$ cat config.mk
export PLATFORM = sky130hd
export DESIGN_NAME = matmul_top
export DESIGN_NICKNAME = d
export VERILOG_FILES = /design/src/design/matmul_pkg.sv /design/src/design/matmul_ctrl.sv /design/src/design/operand_feeder.sv /design/src/design/pe_mac.sv /design/src/design/systolic_array.sv /design/src/design/result_shifter.sv /design/src/design/matmul_top.sv
export VERILOG_INCLUDE_DIRS = /design/src /design/src/design
export SDC_FILE = /design/constraint.sdc
export NUM_CORES = 2
export LEC_CHECK = 0
export BUFFER_PORTS_ARGS = -buffer_cell sky130_fd_sc_hd__buf_4
export CAP_MARGIN = 15
export CORE_MARGIN = 10
export CORE_UTILIZATION = 48
export DETAILED_ROUTE_END_ITERATION = 8
export PLACE_DENSITY_LB_ADDON = 0.12
export SLEW_MARGIN = 5
export SYNTH_ARGS = -nofsm -noshare
export SYNTH_HDL_FRONTEND = slang
export SYNTH_SLANG_ARGS = --single-unit
export TNS_END_PERCENT = 1
$ cat constraint.sdc
create_clock -name clk -period 8.9 [get_ports clk]
set_input_delay 0.445 -clock clk [delete_from_list [all_inputs] [get_ports clk]]
set_output_delay 0.445 -clock clk [all_outputs]
set_load 0.05 [all_outputs]
$ cat src/design/matmul_cfg.svh
`ifndef MATMUL_CFG_SVH
`define MATMUL_CFG_SVH

//////////////////////////////////////////////////
// Data and address widths
//////////////////////////////////////////////////
`define MM_DWIDTH       8
`define MM_AWIDTH       11
`define MM_STRIDE_WIDTH 8

// The array is fixed at 4x4
`define MM_SIZE         4
`define MM_LOG2_SIZE    2

//////////////////////////////////////////////////
// Latencies and cycle counting
//////////////////////////////////////////////////
`define MM_MAC_STAGES   3
`define MM_MEM_LATENCY  1
`define MM_CNT_WIDTH    6

// Fetch length, skew depth, array traversal, MAC pipe and memory latency
`define MM_RESULT_CNT   (`MM_SIZE + (`MM_SIZE - 1) + (`MM_SIZE - 1) + `MM_MAC_STAGES + `MM_MEM_LATENCY)

`endif

$ cat src/design/matmul_pkg.sv
`include "matmul_cfg.svh"

package matmul_pkg;

  //////////////////////////////////////////////////
  // Datapath types
  //////////////////////////////////////////////////

  // One signed fixed-point matrix element
  typedef logic [`MM_DWIDTH-1:0] elem_t;

  // Full width product of two elements
  typedef logic [2*`MM_DWIDTH-1:0] prod_t;

  // One memory word, element i in slice i
  typedef logic [`MM_SIZE*`MM_DWIDTH-1:0] vec_t;

  //////////////////////////////////////////////////
  // Control types
  //////////////////////////////////////////////////
  typedef logic [`MM_AWIDTH-1:0] addr_t;
  typedef logic [`MM_STRIDE_WIDTH-1:0] stride_t;

  // One bit per row or column
  typedef logic [`MM_SIZE-1:0] mask_t;

  typedef logic [`MM_CNT_WIDTH-1:0] cnt_t;

endpackage

$ cat src/design/matmul_ctrl.sv
`timescale 1ns/100ps
`include "matmul_cfg.svh"

module matmul_ctrl (
  input  logic             clk,
  input  logic             reset,
  input  logic             i_start,
  output logic             o_clear,
  output matmul_pkg::cnt_t o_cnt,
  output logic             o_result_latch,
  output logic             o_done
);
  import matmul_pkg::*;

  // Done lands one cycle after the last of the four result beats
  localparam cnt_t done_cnt = cnt_t'(`MM_RESULT_CNT + `MM_SIZE + 1);

  cnt_t cnt_q;

  // Everything downstream is held empty while start is low
  assign o_clear = reset || !i_start;

  //////////////////////////////////////////////////
  // Cycle counter
  //////////////////////////////////////////////////
  // Stops at the done count so a held start never retriggers the product
  always_ff @(posedge clk) begin
    if (o_clear) begin
      cnt_q <= '0;
    end else if (cnt_q != done_cnt) begin
      cnt_q <= cnt_q + 1'b1;
    end
  end

  assign o_cnt = cnt_q;

  // All accumulators hold their final sums at this count
  assign o_result_latch = (cnt_q == cnt_t'(`MM_RESULT_CNT));

  always_ff @(posedge clk) begin
    if (o_clear) begin
      o_done <= 1'b0;
    end else begin
      o_done <= (cnt_q == done_cnt - 1'b1);
    end
  end

  a_done_single: assert property (@(posedge clk) disable iff (reset)
    o_done |=> !o_done)
    else $error("done held for more than one cycle");

  a_done_at_count: assert property (@(posedge clk) disable iff (reset)
    $rose(o_done) |-> !$past(o_clear) && o_cnt == done_cnt)
    else $error("done raised away from the done count");

endmodule

$ cat src/design/operand_feeder.sv
`timescale 1ns/100ps
`include "matmul_cfg.svh"

module operand_feeder (
  input  logic                clk,
  input  logic                i_clear,
  input  matmul_pkg::cnt_t    i_cnt,
  input  matmul_pkg::addr_t   i_base,
  input  matmul_pkg::stride_t i_stride,
  input  matmul_pkg::vec_t    i_data,
  input  matmul_pkg::mask_t   i_lane_mask,
  input  matmul_pkg::mask_t   i_inner_mask,
  output matmul_pkg::addr_t   o_addr,
  output matmul_pkg::vec_t    o_lanes
);
  import matmul_pkg::*;

  logic                     req_q;
  logic [`MM_LOG2_SIZE-1:0] req_idx_q;
  logic                     vld_pipe [`MM_MEM_LATENCY];
  logic [`MM_LOG2_SIZE-1:0] idx_pipe [`MM_MEM_LATENCY];
  logic                     beat_ok;
  elem_t                    lane_in [`MM_SIZE];

  //////////////////////////////////////////////////
  // Strided address window
  //////////////////////////////////////////////////
  always_ff @(posedge clk) begin
    if (i_clear) begin
      o_addr <= '0;
    end else if (i_cnt == '0) begin
      o_addr <= i_base;
    end else if (i_cnt < `MM_SIZE) begin
      o_addr <= o_addr + addr_t'(i_stride);
    end
  end

  // Marks the cycles that carry a read address and which beat it is
  always_ff @(posedge clk) begin
    if (i_clear) begin
      req_q <= 1'b0;
    end else begin
      req_q <= (i_cnt < `MM_SIZE);
    end
  end

  always_ff @(posedge clk) begin
    req_idx_q <= i_cnt[`MM_LOG2_SIZE-1:0];
  end

  //////////////////////////////////////////////////
  // Valid tracking across the memory latency
  //////////////////////////////////////////////////
  always_ff @(posedge clk) begin
    if (i_clear) begin
      for (int s = 0; s < `MM_MEM_LATENCY; s++) begin
        vld_pipe[s] <= 1'b0;
      end
    end else begin
      vld_pipe[0] <= req_q;
      for (int s = 1; s < `MM_MEM_LATENCY; s++) begin
        vld_pipe[s] <= vld_pipe[s-1];
      end
    end
  end

  always_ff @(posedge clk) begin
    idx_pipe[0] <= req_idx_q;
    for (int s = 1; s < `MM_MEM_LATENCY; s++) begin
      idx_pipe[s] <= idx_pipe[s-1];
    end
  end

  // An inner term dropped by the mask contributes a zero beat
  assign beat_ok = vld_pipe[`MM_MEM_LATENCY-1] && i_inner_mask[idx_pipe[`MM_MEM_LATENCY-1]];

  always_comb begin
    for (int i = 0; i < `MM_SIZE; i++) begin
      lane_in[i] = (beat_ok && i_lane_mask[i]) ? i_data[i*`MM_DWIDTH +: `MM_DWIDTH] : '0;
    end
  end

  //////////////////////////////////////////////////
  // Lane i waits i cycles to form the systolic skew
  //////////////////////////////////////////////////
  for (genvar i = 0; i < `MM_SIZE; i++) begin : g_lane
    if (i == 0) begin : g_direct
      assign o_lanes[i*`MM_DWIDTH +: `MM_DWIDTH] = lane_in[i];
    end else begin : g_delay
      elem_t dly_q [i];

      always_ff @(posedge clk) begin
        if (i_clear) begin
          for (int s = 0; s < i; s++) begin
            dly_q[s] <= '0;
          end
        end else begin
          dly_q[0] <= lane_in[i];
          for (int s = 1; s < i; s++) begin
            dly_q[s] <= dly_q[s-1];
          end
        end
      end

      assign o_lanes[i*`MM_DWIDTH +: `MM_DWIDTH] = dly_q[i-1];
    end
  end

  a_addr_window: assert property (@(posedge clk) disable iff (i_clear)
    !$stable(o_addr) && !$past(i_clear) |-> $past(i_cnt) < `MM_SIZE)
    else $error("operand address moved outside the fetch window");

endmodule

$ cat src/design/pe_mac.sv
`timescale 1ns/100ps
`include "matmul_cfg.svh"

module pe_mac (
  input  logic              clk,
  input  logic              i_clear,
  input  matmul_pkg::elem_t i_a,
  input  matmul_pkg::elem_t i_b,
  output matmul_pkg::elem_t o_a,
  output matmul_pkg::elem_t o_b,
  output matmul_pkg::elem_t o_c
);
  import matmul_pkg::*;

  elem_t a_q;
  elem_t b_q;
  prod_t prod_q;
  elem_t prod_sat;
  elem_t acc_q;

  // The operand stage is also the hop to the right and lower neighbours
  always_ff @(posedge clk) begin
    if (i_clear) begin
      a_q <= '0;
      b_q <= '0;
    end else begin
      a_q <= i_a;
      b_q <= i_b;
    end
  end

  assign o_a = a_q;
  assign o_b = b_q;

  always_ff @(posedge clk) begin
    if (i_clear) begin
      prod_q <= '0;
    end else begin
      prod_q <= $signed(a_q) * $signed(b_q);
    end
  end

  //////////////////////////////////////////////////
  // Saturate the product to the element range
  //////////////////////////////////////////////////
  // The top nine bits must all match the sign, otherwise the value is out of range
  always_comb begin
    if (!prod_q[2*`MM_DWIDTH-1] && |prod_q[2*`MM_DWIDTH-2:`MM_DWIDTH-1]) begin
      prod_sat = {1'b0, {(`MM_DWIDTH-1){1'b1}}};
    end else if (prod_q[2*`MM_DWIDTH-1] && !(&prod_q[2*`MM_DWIDTH-2:`MM_DWIDTH-1])) begin
      prod_sat = {1'b1, {(`MM_DWIDTH-1){1'b0}}};
    end else begin
      prod_sat = prod_q[`MM_DWIDTH-1:0];
    end
  end

  // The running sum wraps modulo 256
  always_ff @(posedge clk) begin
    if (i_clear) begin
      acc_q <= '0;
    end else begin
      acc_q <= acc_q + prod_sat;
    end
  end

  assign o_c = acc_q;

endmodule

$ cat src/design/systolic_array.sv
`timescale 1ns/100ps
`include "matmul_cfg.svh"

module systolic_array (
  input  logic                                       clk,
  input  logic                                       i_clear,
  input  matmul_pkg::vec_t                           i_a_lanes,
  input  matmul_pkg::vec_t                           i_b_lanes,
  output matmul_pkg::elem_t [`MM_SIZE*`MM_SIZE-1:0]  o_c_flat
);
  import matmul_pkg::*;

  // A moves right along a row, B moves down a column
  elem_t a_fwd [`MM_SIZE][`MM_SIZE+1];
  elem_t b_fwd [`MM_SIZE+1][`MM_SIZE];

  for (genvar i = 0; i < `MM_SIZE; i++) begin : g_edge
    assign a_fwd[i][0] = i_a_lanes[i*`MM_DWIDTH +: `MM_DWIDTH];
    assign b_fwd[0][i] = i_b_lanes[i*`MM_DWIDTH +: `MM_DWIDTH];
  end

  //////////////////////////////////////////////////
  // Processing element grid
  //////////////////////////////////////////////////
  for (genvar i = 0; i < `MM_SIZE; i++) begin : g_row
    for (genvar j = 0; j < `MM_SIZE; j++) begin : g_col
      pe_mac i_pe_mac (
        .clk     (clk),
        .i_clear (i_clear),
        .i_a     (a_fwd[i][j]),
        .i_b     (b_fwd[i][j]),
        .o_a     (a_fwd[i][j+1]),
        .o_b     (b_fwd[i+1][j]),
        .o_c     (o_c_flat[i*`MM_SIZE+j])
      );
    end
  end

endmodule

$ cat src/design/result_shifter.sv
`timescale 1ns/100ps
`include "matmul_cfg.svh"

module result_shifter (
  input  logic                                      clk,
  input  logic                                      i_clear,
  input  logic                                      i_result_latch,
  input  matmul_pkg::elem_t [`MM_SIZE*`MM_SIZE-1:0] i_c_flat,
  input  matmul_pkg::addr_t                         i_c_base,
  input  matmul_pkg::stride_t                       i_c_stride,
  output matmul_pkg::vec_t                          o_c_data,
  output matmul_pkg::addr_t                         o_c_addr,
  output logic                                      o_c_data_available
);
  import matmul_pkg::*;

  elem_t [`MM_SIZE*`MM_SIZE-1:0] snap_q;
  logic [`MM_LOG2_SIZE-1:0]      col_q;

  // Gathers column col of a row-major matrix, row i into slice i
  function automatic vec_t pick_col(input elem_t [`MM_SIZE*`MM_SIZE-1:0] c,
                                    input logic [`MM_LOG2_SIZE-1:0] col);
    vec_t v;
    for (int i = 0; i < `MM_SIZE; i++) begin
      v[i*`MM_DWIDTH +: `MM_DWIDTH] = c[i*`MM_SIZE + col];
    end
    return v;
  endfunction

  always_ff @(posedge clk) begin
    if (i_result_latch) begin
      snap_q <= i_c_flat;
    end
  end

  //////////////////////////////////////////////////
  // Column beats
  //////////////////////////////////////////////////
  // Column 0 goes out straight from the array, the rest from the snapshot
  always_ff @(posedge clk) begin
    if (i_clear) begin
      o_c_data_available <= 1'b0;
      o_c_data           <= '0;
      o_c_addr           <= '0;
      col_q              <= '0;
    end else if (i_result_latch) begin
      o_c_data_available <= 1'b1;
      o_c_data           <= pick_col(i_c_flat, '0);
      o_c_addr           <= i_c_base;
      col_q              <= 1'b1;
    end else if (o_c_data_available && col_q != '0) begin
      o_c_data <= pick_col(snap_q, col_q);
      o_c_addr <= o_c_addr + addr_t'(i_c_stride);
      col_q    <= col_q + 1'b1;
    end else begin
      // Counter wrapped to zero after the last column
      o_c_data_available <= 1'b0;
      o_c_data           <= '0;
    end
  end

  a_avail_after_latch: assert property (@(posedge clk)
    $rose(o_c_data_available) |-> $past(i_result_latch) && !$past(i_clear))
    else $error("result beats started without a latch or during clear");

endmodule

$ cat src/design/matmul_top.sv
`timescale 1ns/100ps
`include "matmul_cfg.svh"

module matmul_top (
  input  logic                clk,
  input  logic                reset,
  input  logic                i_start,
  input  matmul_pkg::addr_t   i_addr_a,
  input  matmul_pkg::addr_t   i_addr_b,
  input  matmul_pkg::addr_t   i_addr_c,
  input  matmul_pkg::stride_t i_stride_a,
  input  matmul_pkg::stride_t i_stride_b,
  input  matmul_pkg::stride_t i_stride_c,
  input  matmul_pkg::vec_t    i_a_data,
  input  matmul_pkg::vec_t    i_b_data,
  input  matmul_pkg::mask_t   i_mask_a_rows,
  input  matmul_pkg::mask_t   i_mask_inner,
  input  matmul_pkg::mask_t   i_mask_b_cols,
  output matmul_pkg::addr_t   o_a_addr,
  output matmul_pkg::addr_t   o_b_addr,
  output matmul_pkg::addr_t   o_c_addr,
  output matmul_pkg::vec_t    o_c_data,
  output logic                o_c_data_available,
  output logic                o_done
);
  import matmul_pkg::*;

  logic                          clear;
  logic                          result_latch;
  cnt_t                          cnt;
  vec_t                          a_lanes;
  vec_t                          b_lanes;
  elem_t [`MM_SIZE*`MM_SIZE-1:0] c_flat;

  matmul_ctrl i_matmul_ctrl (
    .clk            (clk),
    .reset          (reset),
    .i_start        (i_start),
    .o_clear        (clear),
    .o_cnt          (cnt),
    .o_result_latch (result_latch),
    .o_done         (o_done)
  );

  // A is fetched one column per word and masked by row
  operand_feeder i_feeder_a (
    .clk          (clk),
    .i_clear      (clear),
    .i_cnt        (cnt),
    .i_base       (i_addr_a),
    .i_stride     (i_stride_a),
    .i_data       (i_a_data),
    .i_lane_mask  (i_mask_a_rows),
    .i_inner_mask (i_mask_inner),
    .o_addr       (o_a_addr),
    .o_lanes      (a_lanes)
  );

  // B is fetched one row per word and masked by column
  operand_feeder i_feeder_b (
    .clk          (clk),
    .i_clear      (clear),
    .i_cnt        (cnt),
    .i_base       (i_addr_b),
    .i_stride     (i_stride_b),
    .i_data       (i_b_data),
    .i_lane_mask  (i_mask_b_cols),
    .i_inner_mask (i_mask_inner),
    .o_addr       (o_b_addr),
    .o_lanes      (b_lanes)
  );

  systolic_array i_systolic_array (
    .clk       (clk),
    .i_clear   (clear),
    .i_a_lanes (a_lanes),
    .i_b_lanes (b_lanes),
    .o_c_flat  (c_flat)
  );

  result_shifter i_result_shifter (
    .clk                (clk),
    .i_clear            (clear),
    .i_result_latch     (result_latch),
    .i_c_flat           (c_flat),
    .i_c_base           (i_addr_c),
    .i_c_stride         (i_stride_c),
    .o_c_data           (o_c_data),
    .o_c_addr           (o_c_addr),
    .o_c_data_available (o_c_data_available)
  );

endmodule

== Word level (Yosys, flattened, before mapping) ==
Memories as Yosys holds them, arrays and structs flattened. A register that Yosys moved wholly into a read port is not among the register bits.
Cells that the tools add are included.
Word-level totals
  flip-flop bits (word level): 798
  memory bits (writable): 102
  output and inout bits: 67
  logic and storage cells: 361
  memories: 10
Cells by class
  add/subtract/negate cells: 24
  multipliers: 16
  $lt $le $gt $ge: 7
  equal/unequal tests: 4
  multiplexer cells: 83
  bitwise gates (word level): 12
  reductions and logical operators: 120
Memory list
  i_feeder_a.g_lane[3].g_delay.dly_q: words 3, bits a word 8, rd ports 3, clocked after Yosys merged registers in 1, wr ports 3, RTL line operand_feeder.sv:90  | elem_t dly_q [i];
  i_feeder_b.g_lane[3].g_delay.dly_q: words 3, bits a word 8, rd ports 3, clocked after Yosys merged registers in 1, wr ports 3, RTL line operand_feeder.sv:90
  i_feeder_a.g_lane[2].g_delay.dly_q: words 2, bits a word 8, rd ports 2, clocked after Yosys merged registers in 1, wr ports 2, RTL line operand_feeder.sv:90
  i_feeder_b.g_lane[2].g_delay.dly_q: words 2, bits a word 8, rd ports 2, clocked after Yosys merged registers in 1, wr ports 2, RTL line operand_feeder.sv:90
  i_feeder_a.g_lane[1].g_delay.dly_q: words 1, bits a word 8, rd ports 1, clocked after Yosys merged registers in 1, wr ports 1, RTL line operand_feeder.sv:90
  i_feeder_b.g_lane[1].g_delay.dly_q: words 1, bits a word 8, rd ports 1, clocked after Yosys merged registers in 1, wr ports 1, RTL line operand_feeder.sv:90
  +4 memories
Operators by type and width (number)
  $mux 8: 54
  $mul 8x8->16: 16
  $reduce_or 8->1: 18
  $add 8x8->8: 16
  $reduce_and 8->1: 16
  $bmux 8 s4: 3
  $lt 32x5->1 const B: 3
  $mux 11: 6
  $mux 32: 2
  $logic_and 1x1->1: 43
  $add 11x8->11: 3
  $logic_not 1->1: 33
  $bmux 8 s2: 1
  $mux 1: 15
  $add 4x2->5 const A: 2
  $or 1x1->1: 10
  $add 6x1->6 const B: 1
  $eq 6x4->1 const B: 1
  $eq 6x5->1 const B: 1
  $logic_not 6->1: 1
  $lt 2x3->1 const B: 2
  $lt 6x3->1 const B: 1
  $ne 6x5->1 const B: 1
  $reduce_bool 2->1: 3
  9 further kinds: 14

== Logic depth before layout (Yosys ltp) ==
An unclocked memory read counts as a cell.
  word-level depth: 7
  depth in mapped cells: 19
  mapped depth without buffers: 18

== Hierarchy ==
A second synthesis with hierarchy kept.
Unflattened totals
  cell total of the unflattened synthesis: 7714
  area, all modules: 75851.5 µm²
Modules (own cells, without submodules)
  pe_mac at i_systolic_array.g_row[1].g_col[2].i_pe_mac ...: instances 6, cells an instance 422, area each 3975.1 µm²
  pe_mac at i_systolic_array.g_row[0].g_col[0].i_pe_mac ...: instances 5, cells an instance 425, area each 4007.6 µm²
  pe_mac at i_systolic_array.g_row[3].g_col[1].i_pe_mac ...: instances 3, cells an instance 422, area each 3976.3 µm²
  result_shifter: instances 1, cells an instance 405, area each 6681.4 µm²
  operand_feeder: instances 2, cells an instance 253, area each 2529.9 µm²
  pe_mac at i_systolic_array.g_row[1].g_col[1].i_pe_mac: instances 1, cells an instance 424, area each 3990.1 µm²
  pe_mac at i_systolic_array.g_row[3].g_col[0].i_pe_mac: instances 1, cells an instance 419, area each 3965.1 µm²
  matmul_ctrl: instances 1, cells an instance 37, area each 337.8 µm²

== Least setup slack after synthesis ==
OpenSTA, ideal clock, no wires.
  path kind: flip-flop to flip-flop
  from: register i_matmul_ctrl.cnt_q[0] (netlist: i_matmul_ctrl.o_cnt[0])
  to: register i_result_shifter.o_c_data[26]
  setup time: 82 ps
  data arrival time: 5084 ps
  required time: 8818 ps
  slack: 3735 ps
  cell stages (with the launch flop): 8
  period minus slack after synthesis: 5165 ps
  path through: dfxtp_1 > inv_1 > ha_1 > nand4_1 > inv_2 > clkbuf_1 > a22oi_1 > nor2_1
Between the ends
  word-level cells in the longest chain between the ends: 2
RTL lines
  start, declared: RTL line matmul_ctrl.sv:18  | cnt_t cnt_q;
  start signal, assigned: RTL line matmul_ctrl.sv:31  | cnt_q <= cnt_q + 1'b1;
  $eq 6x4->1: RTL line matmul_ctrl.sv:38  | assign o_result_latch = (cnt_q == cnt_t'(`MM_RESULT_CNT));
  net i_matmul_ctrl.o_result_latch: RTL line matmul_ctrl.sv:10  | output logic o_result_latch,
  $mux 32: RTL line result_shifter.sv:46  | end else if (i_result_latch) begin
  end signal, assigned: RTL line result_shifter.sv:48  | o_c_data <= pick_col(i_c_flat, '0);
  end signal, assigned: RTL line result_shifter.sv:52  | o_c_data <= pick_col(snap_q, col_q);
  end, declared: RTL line result_shifter.sv:11  | output matmul_pkg::vec_t o_c_data,
The timed path passes the listed nets, and every way through them passes these cells.
A chain may end at the register's enable or synchronous reset.

== Worst setup path in the final report ==
  from: register i_systolic_array.g_row[1].g_col[2].i_pe_mac.b_q[0]
  to: register i_systolic_array.g_row[1].g_col[2].i_pe_mac.prod_q[15]
Between the ends
  word-level cells in the longest chain between the ends: 1
RTL lines
  start, declared: RTL line pe_mac.sv:16  | elem_t b_q;
  start signal, assigned: RTL line pe_mac.sv:28  | b_q <= i_b;
  $mul 8x8->16: RTL line pe_mac.sv:39  | prod_q <= $signed(a_q) * $signed(b_q);
  end signal, assigned: RTL line pe_mac.sv:39
  end, declared: RTL line pe_mac.sv:17  | prod_t prod_q;
Every way passes these cells.

==> metrics.txt <==
initial antenna violation count=7; Post-synth EDFFs=128; sequential fraction of the synthesis area=27.8%; total global-route track usage=between 10% and 20%; relative slew slack=21.2%; WP data required=9470 ps; WL/cell=~17 um; via/cell ratio=4.99; Residual DRC=0; most frequent cells in the layout=1297 x inv_1, 1050 x and2_1, 899 x fa_1; synth warn=0; Tcrit/Tclk final=52.8%; crit path DAT=5280 ps; max-slew violations=0; final WL=163 mm; Final Hold Fails=0; fin crit period=4700 ps; H-tree lvl count=3; Synth Register Bits=945; Hold Startpoint=i_addr_c[5]; prevailing post-synth register cell=dfxtp_1; Syn Std Cell Area=0.0726 sq mm; Critical Path Sink Type=flop; Die Span Y=409 um; most common cell after layout, fill and taps aside=inv_1; Worst-path clk slew=60 ps; post-CTS setup buffer count=0; Final ANT Viol Nets=0; CTS tree=built; Worst Hold Class=in -> reg; Unique masters post-synth=66; Worst Max-Slew Pin Slew=1180 ps; Area Growth Syn to Fin=12.3%; Static Leakage=approximately 0.039 uW; CP Class=reg -> reg; Worst-Skew Late Latency=740 ps; global-route wire length before repair=roughly 270 mm; Final TNS setup=0 ps; crit path max fanout=9; die width=slightly above 400 um; # setup viols final=0; pin count of the biggest net entering global routing=234; CTS max path bufs=3; Syn Area/Cell=9.88 sq um; gpl congestion=approximately 0.85; I/O pins=between 200 and 250; Resized cells post-CTS=0; die area=0.167 sq mm; status=finished clean; P per Cell Area=113 mW/mm^2; CTS Hold Bufs=143; DP Wirelength=127 mm; fillcell total=13.5k; Final #Nets=9323; async set-reset flop share out of synthesis=0%; dpl ws=4220 ps; Core Area=approximately 0.15 sq mm; std cell rows=between 100 and 150; Starting Density=between 40 and 50%; I/O Buffers=202; clock sink count=945; layout cells sized above 1=just over 6%; unrepaired setup endpoints after global routing=false; clock root cell=clkbuf_16; post-synthesis net count=between 8k and 9k; number of global-route vias before repair=51.5k; Mapped Cells=7349; Max Cap Viol=0; FMAX=between 200 and 250 MHz; Startpoint Class=flop; final hold slack=between 70 and 80 ps; Worst Setup Slack, final=approximately 4200 ps; CTS Buf Count=108; via count=48.9k; iteration-0 DRC count of the detailed router=2129; GR Overflow Total=0; skew final=about 26 ps; First-pass DRT Iterations=5; Max rail drop VDD=0.000144 V
==> logic make-up after synthesis <==
logic type               Yosys count  share of synthesized area, %
AND/OR/NAND/NOR                 2270                          16.8
adder cells (fa/ha/maj)         1503                          35.2
buffers and inverters           1432                          7.41
flip-flops                       945                          27.8
AO/OA/AOI/OAI                    791                          7.18
XOR/XNOR                         356                          4.29
multiplexers                      52                          1.31
==> cell type report <==
| class | count | area, sq um | share of cell area [%] |
|---|---|---|---|
| diodes | 4 | 10.0 | 0.0123 |
| clock buffers | 141 | 3050 | 3.74 |
| clock inverters | 65 | 752 | 0.922 |
| inverters | 1299 | 4880 | 5.98 |
| multi-input cells | 4972 | 47100 | 57.7 |
| flip-flops and latches | 945 | 20200 | 24.8 |
| well taps | 2016 | 2520 | 3.09 |
| repair buffers | 358 | 3080 | 3.78 |
==> synthesized netlist by cell type, drive strengths merged (35+ instances only) <==
master	count	area, sq um
dfxtp	817	16400
nand2	330	1240
xor2	123	1080
o21ai	158	791
nor2b	127	825
fa	899	18000
clkbuf	124	465
nor4	35	231
nor2	444	1670
o21a	142	1070
nand4	47	294
and2	1050	6570
nand2b	42	263
ha	604	7560
and3	89	557
edfxtp	128	3840
a21oi	196	988
a21o	62	465
inv	1298	4870
xnor2	233	2040
nor3	72	360
a211oi	63	473
==> report_power, final <==
part | switching [uW] | internal (uW)
Combinational | 141 | 106
Sequential | 8.08 | 4320
Clock | 1950 | 2710
==> worst paths after layout <==
kind                                               endpoint  slack (ps)  cells past startpoint
setup / recovery                                       flop        4200                     15
hold / removal    i_result_shifter.o_c_addr[5]$_SDFFE_PP0P_          80                      3
hold reg to reg           i_feeder_a.idx_pipe[0][0]$_DFF_P_         330                      0
setup reg to reg                                       flop        4200                     15
==> flip-flops by register name (all words and copies together), names as in the netlist, 32 cells and up <==
| register | flops |
|---|---|
| i_systolic_array.g_row.g_col.i_pe_mac.o_c | 128 |
| i_result_shifter.snap_q | 128 |
| i_systolic_array.g_row.g_col.i_pe_mac.o_a | 128 |
| i_result_shifter.o_c_data | 32 |
| i_systolic_array.g_row.g_col.i_pe_mac.prod_q | 256 |
| i_systolic_array.g_row.g_col.i_pe_mac.o_b | 128 |
| i_feeder_b.g_lane.g_delay.dly_q | 48 |
| i_feeder_a.g_lane.g_delay.dly_q | 48 |
==> per-layer routing <==
metal | wire length (um) | track usage [%] | up-vias | share of wire (%)
li1 | - | - | 23900 | -
met1 | 73100 | 26.0 | 24200 | 45
met2 | 79800 | 34.2 | 650 | 49
met3 | 5090 | 2.38 | 219 | 3.1
met4 | 4810 | 5.52 | 0 | 3.0
met5 | 0 | 0 | - | 0
==> metrics by stage <==
stage,cell area [sq um],util [%],power (uW),instances
2_1_floorplan,72600,-,4540,7349
3_3_place_gp,76300,50.8,4630,9447
3_5_place_dp,76300,50.8,4640,9447
4_1_cts,81600,54.3,9370,9796
5_1_grt,81600,54.3,9540,9798
6_report,81600,54.3,9230,9800
==> worst max-delay path: stages (launching register included) <==
cell and delay [ps]:
dfxtp_1 650, nand2_1 200, fa_1 460, fa_1 540
inv_1 50, fa_1 520, inv_1 50, fa_1 470
inv_1 40, ha_1 330, nand3_1 120, o2111ai_1 240
a311oi_1 490, a21oi_1 150, xnor2_1 170, nor2_1 60
Power figures use the tool's default switching activity.
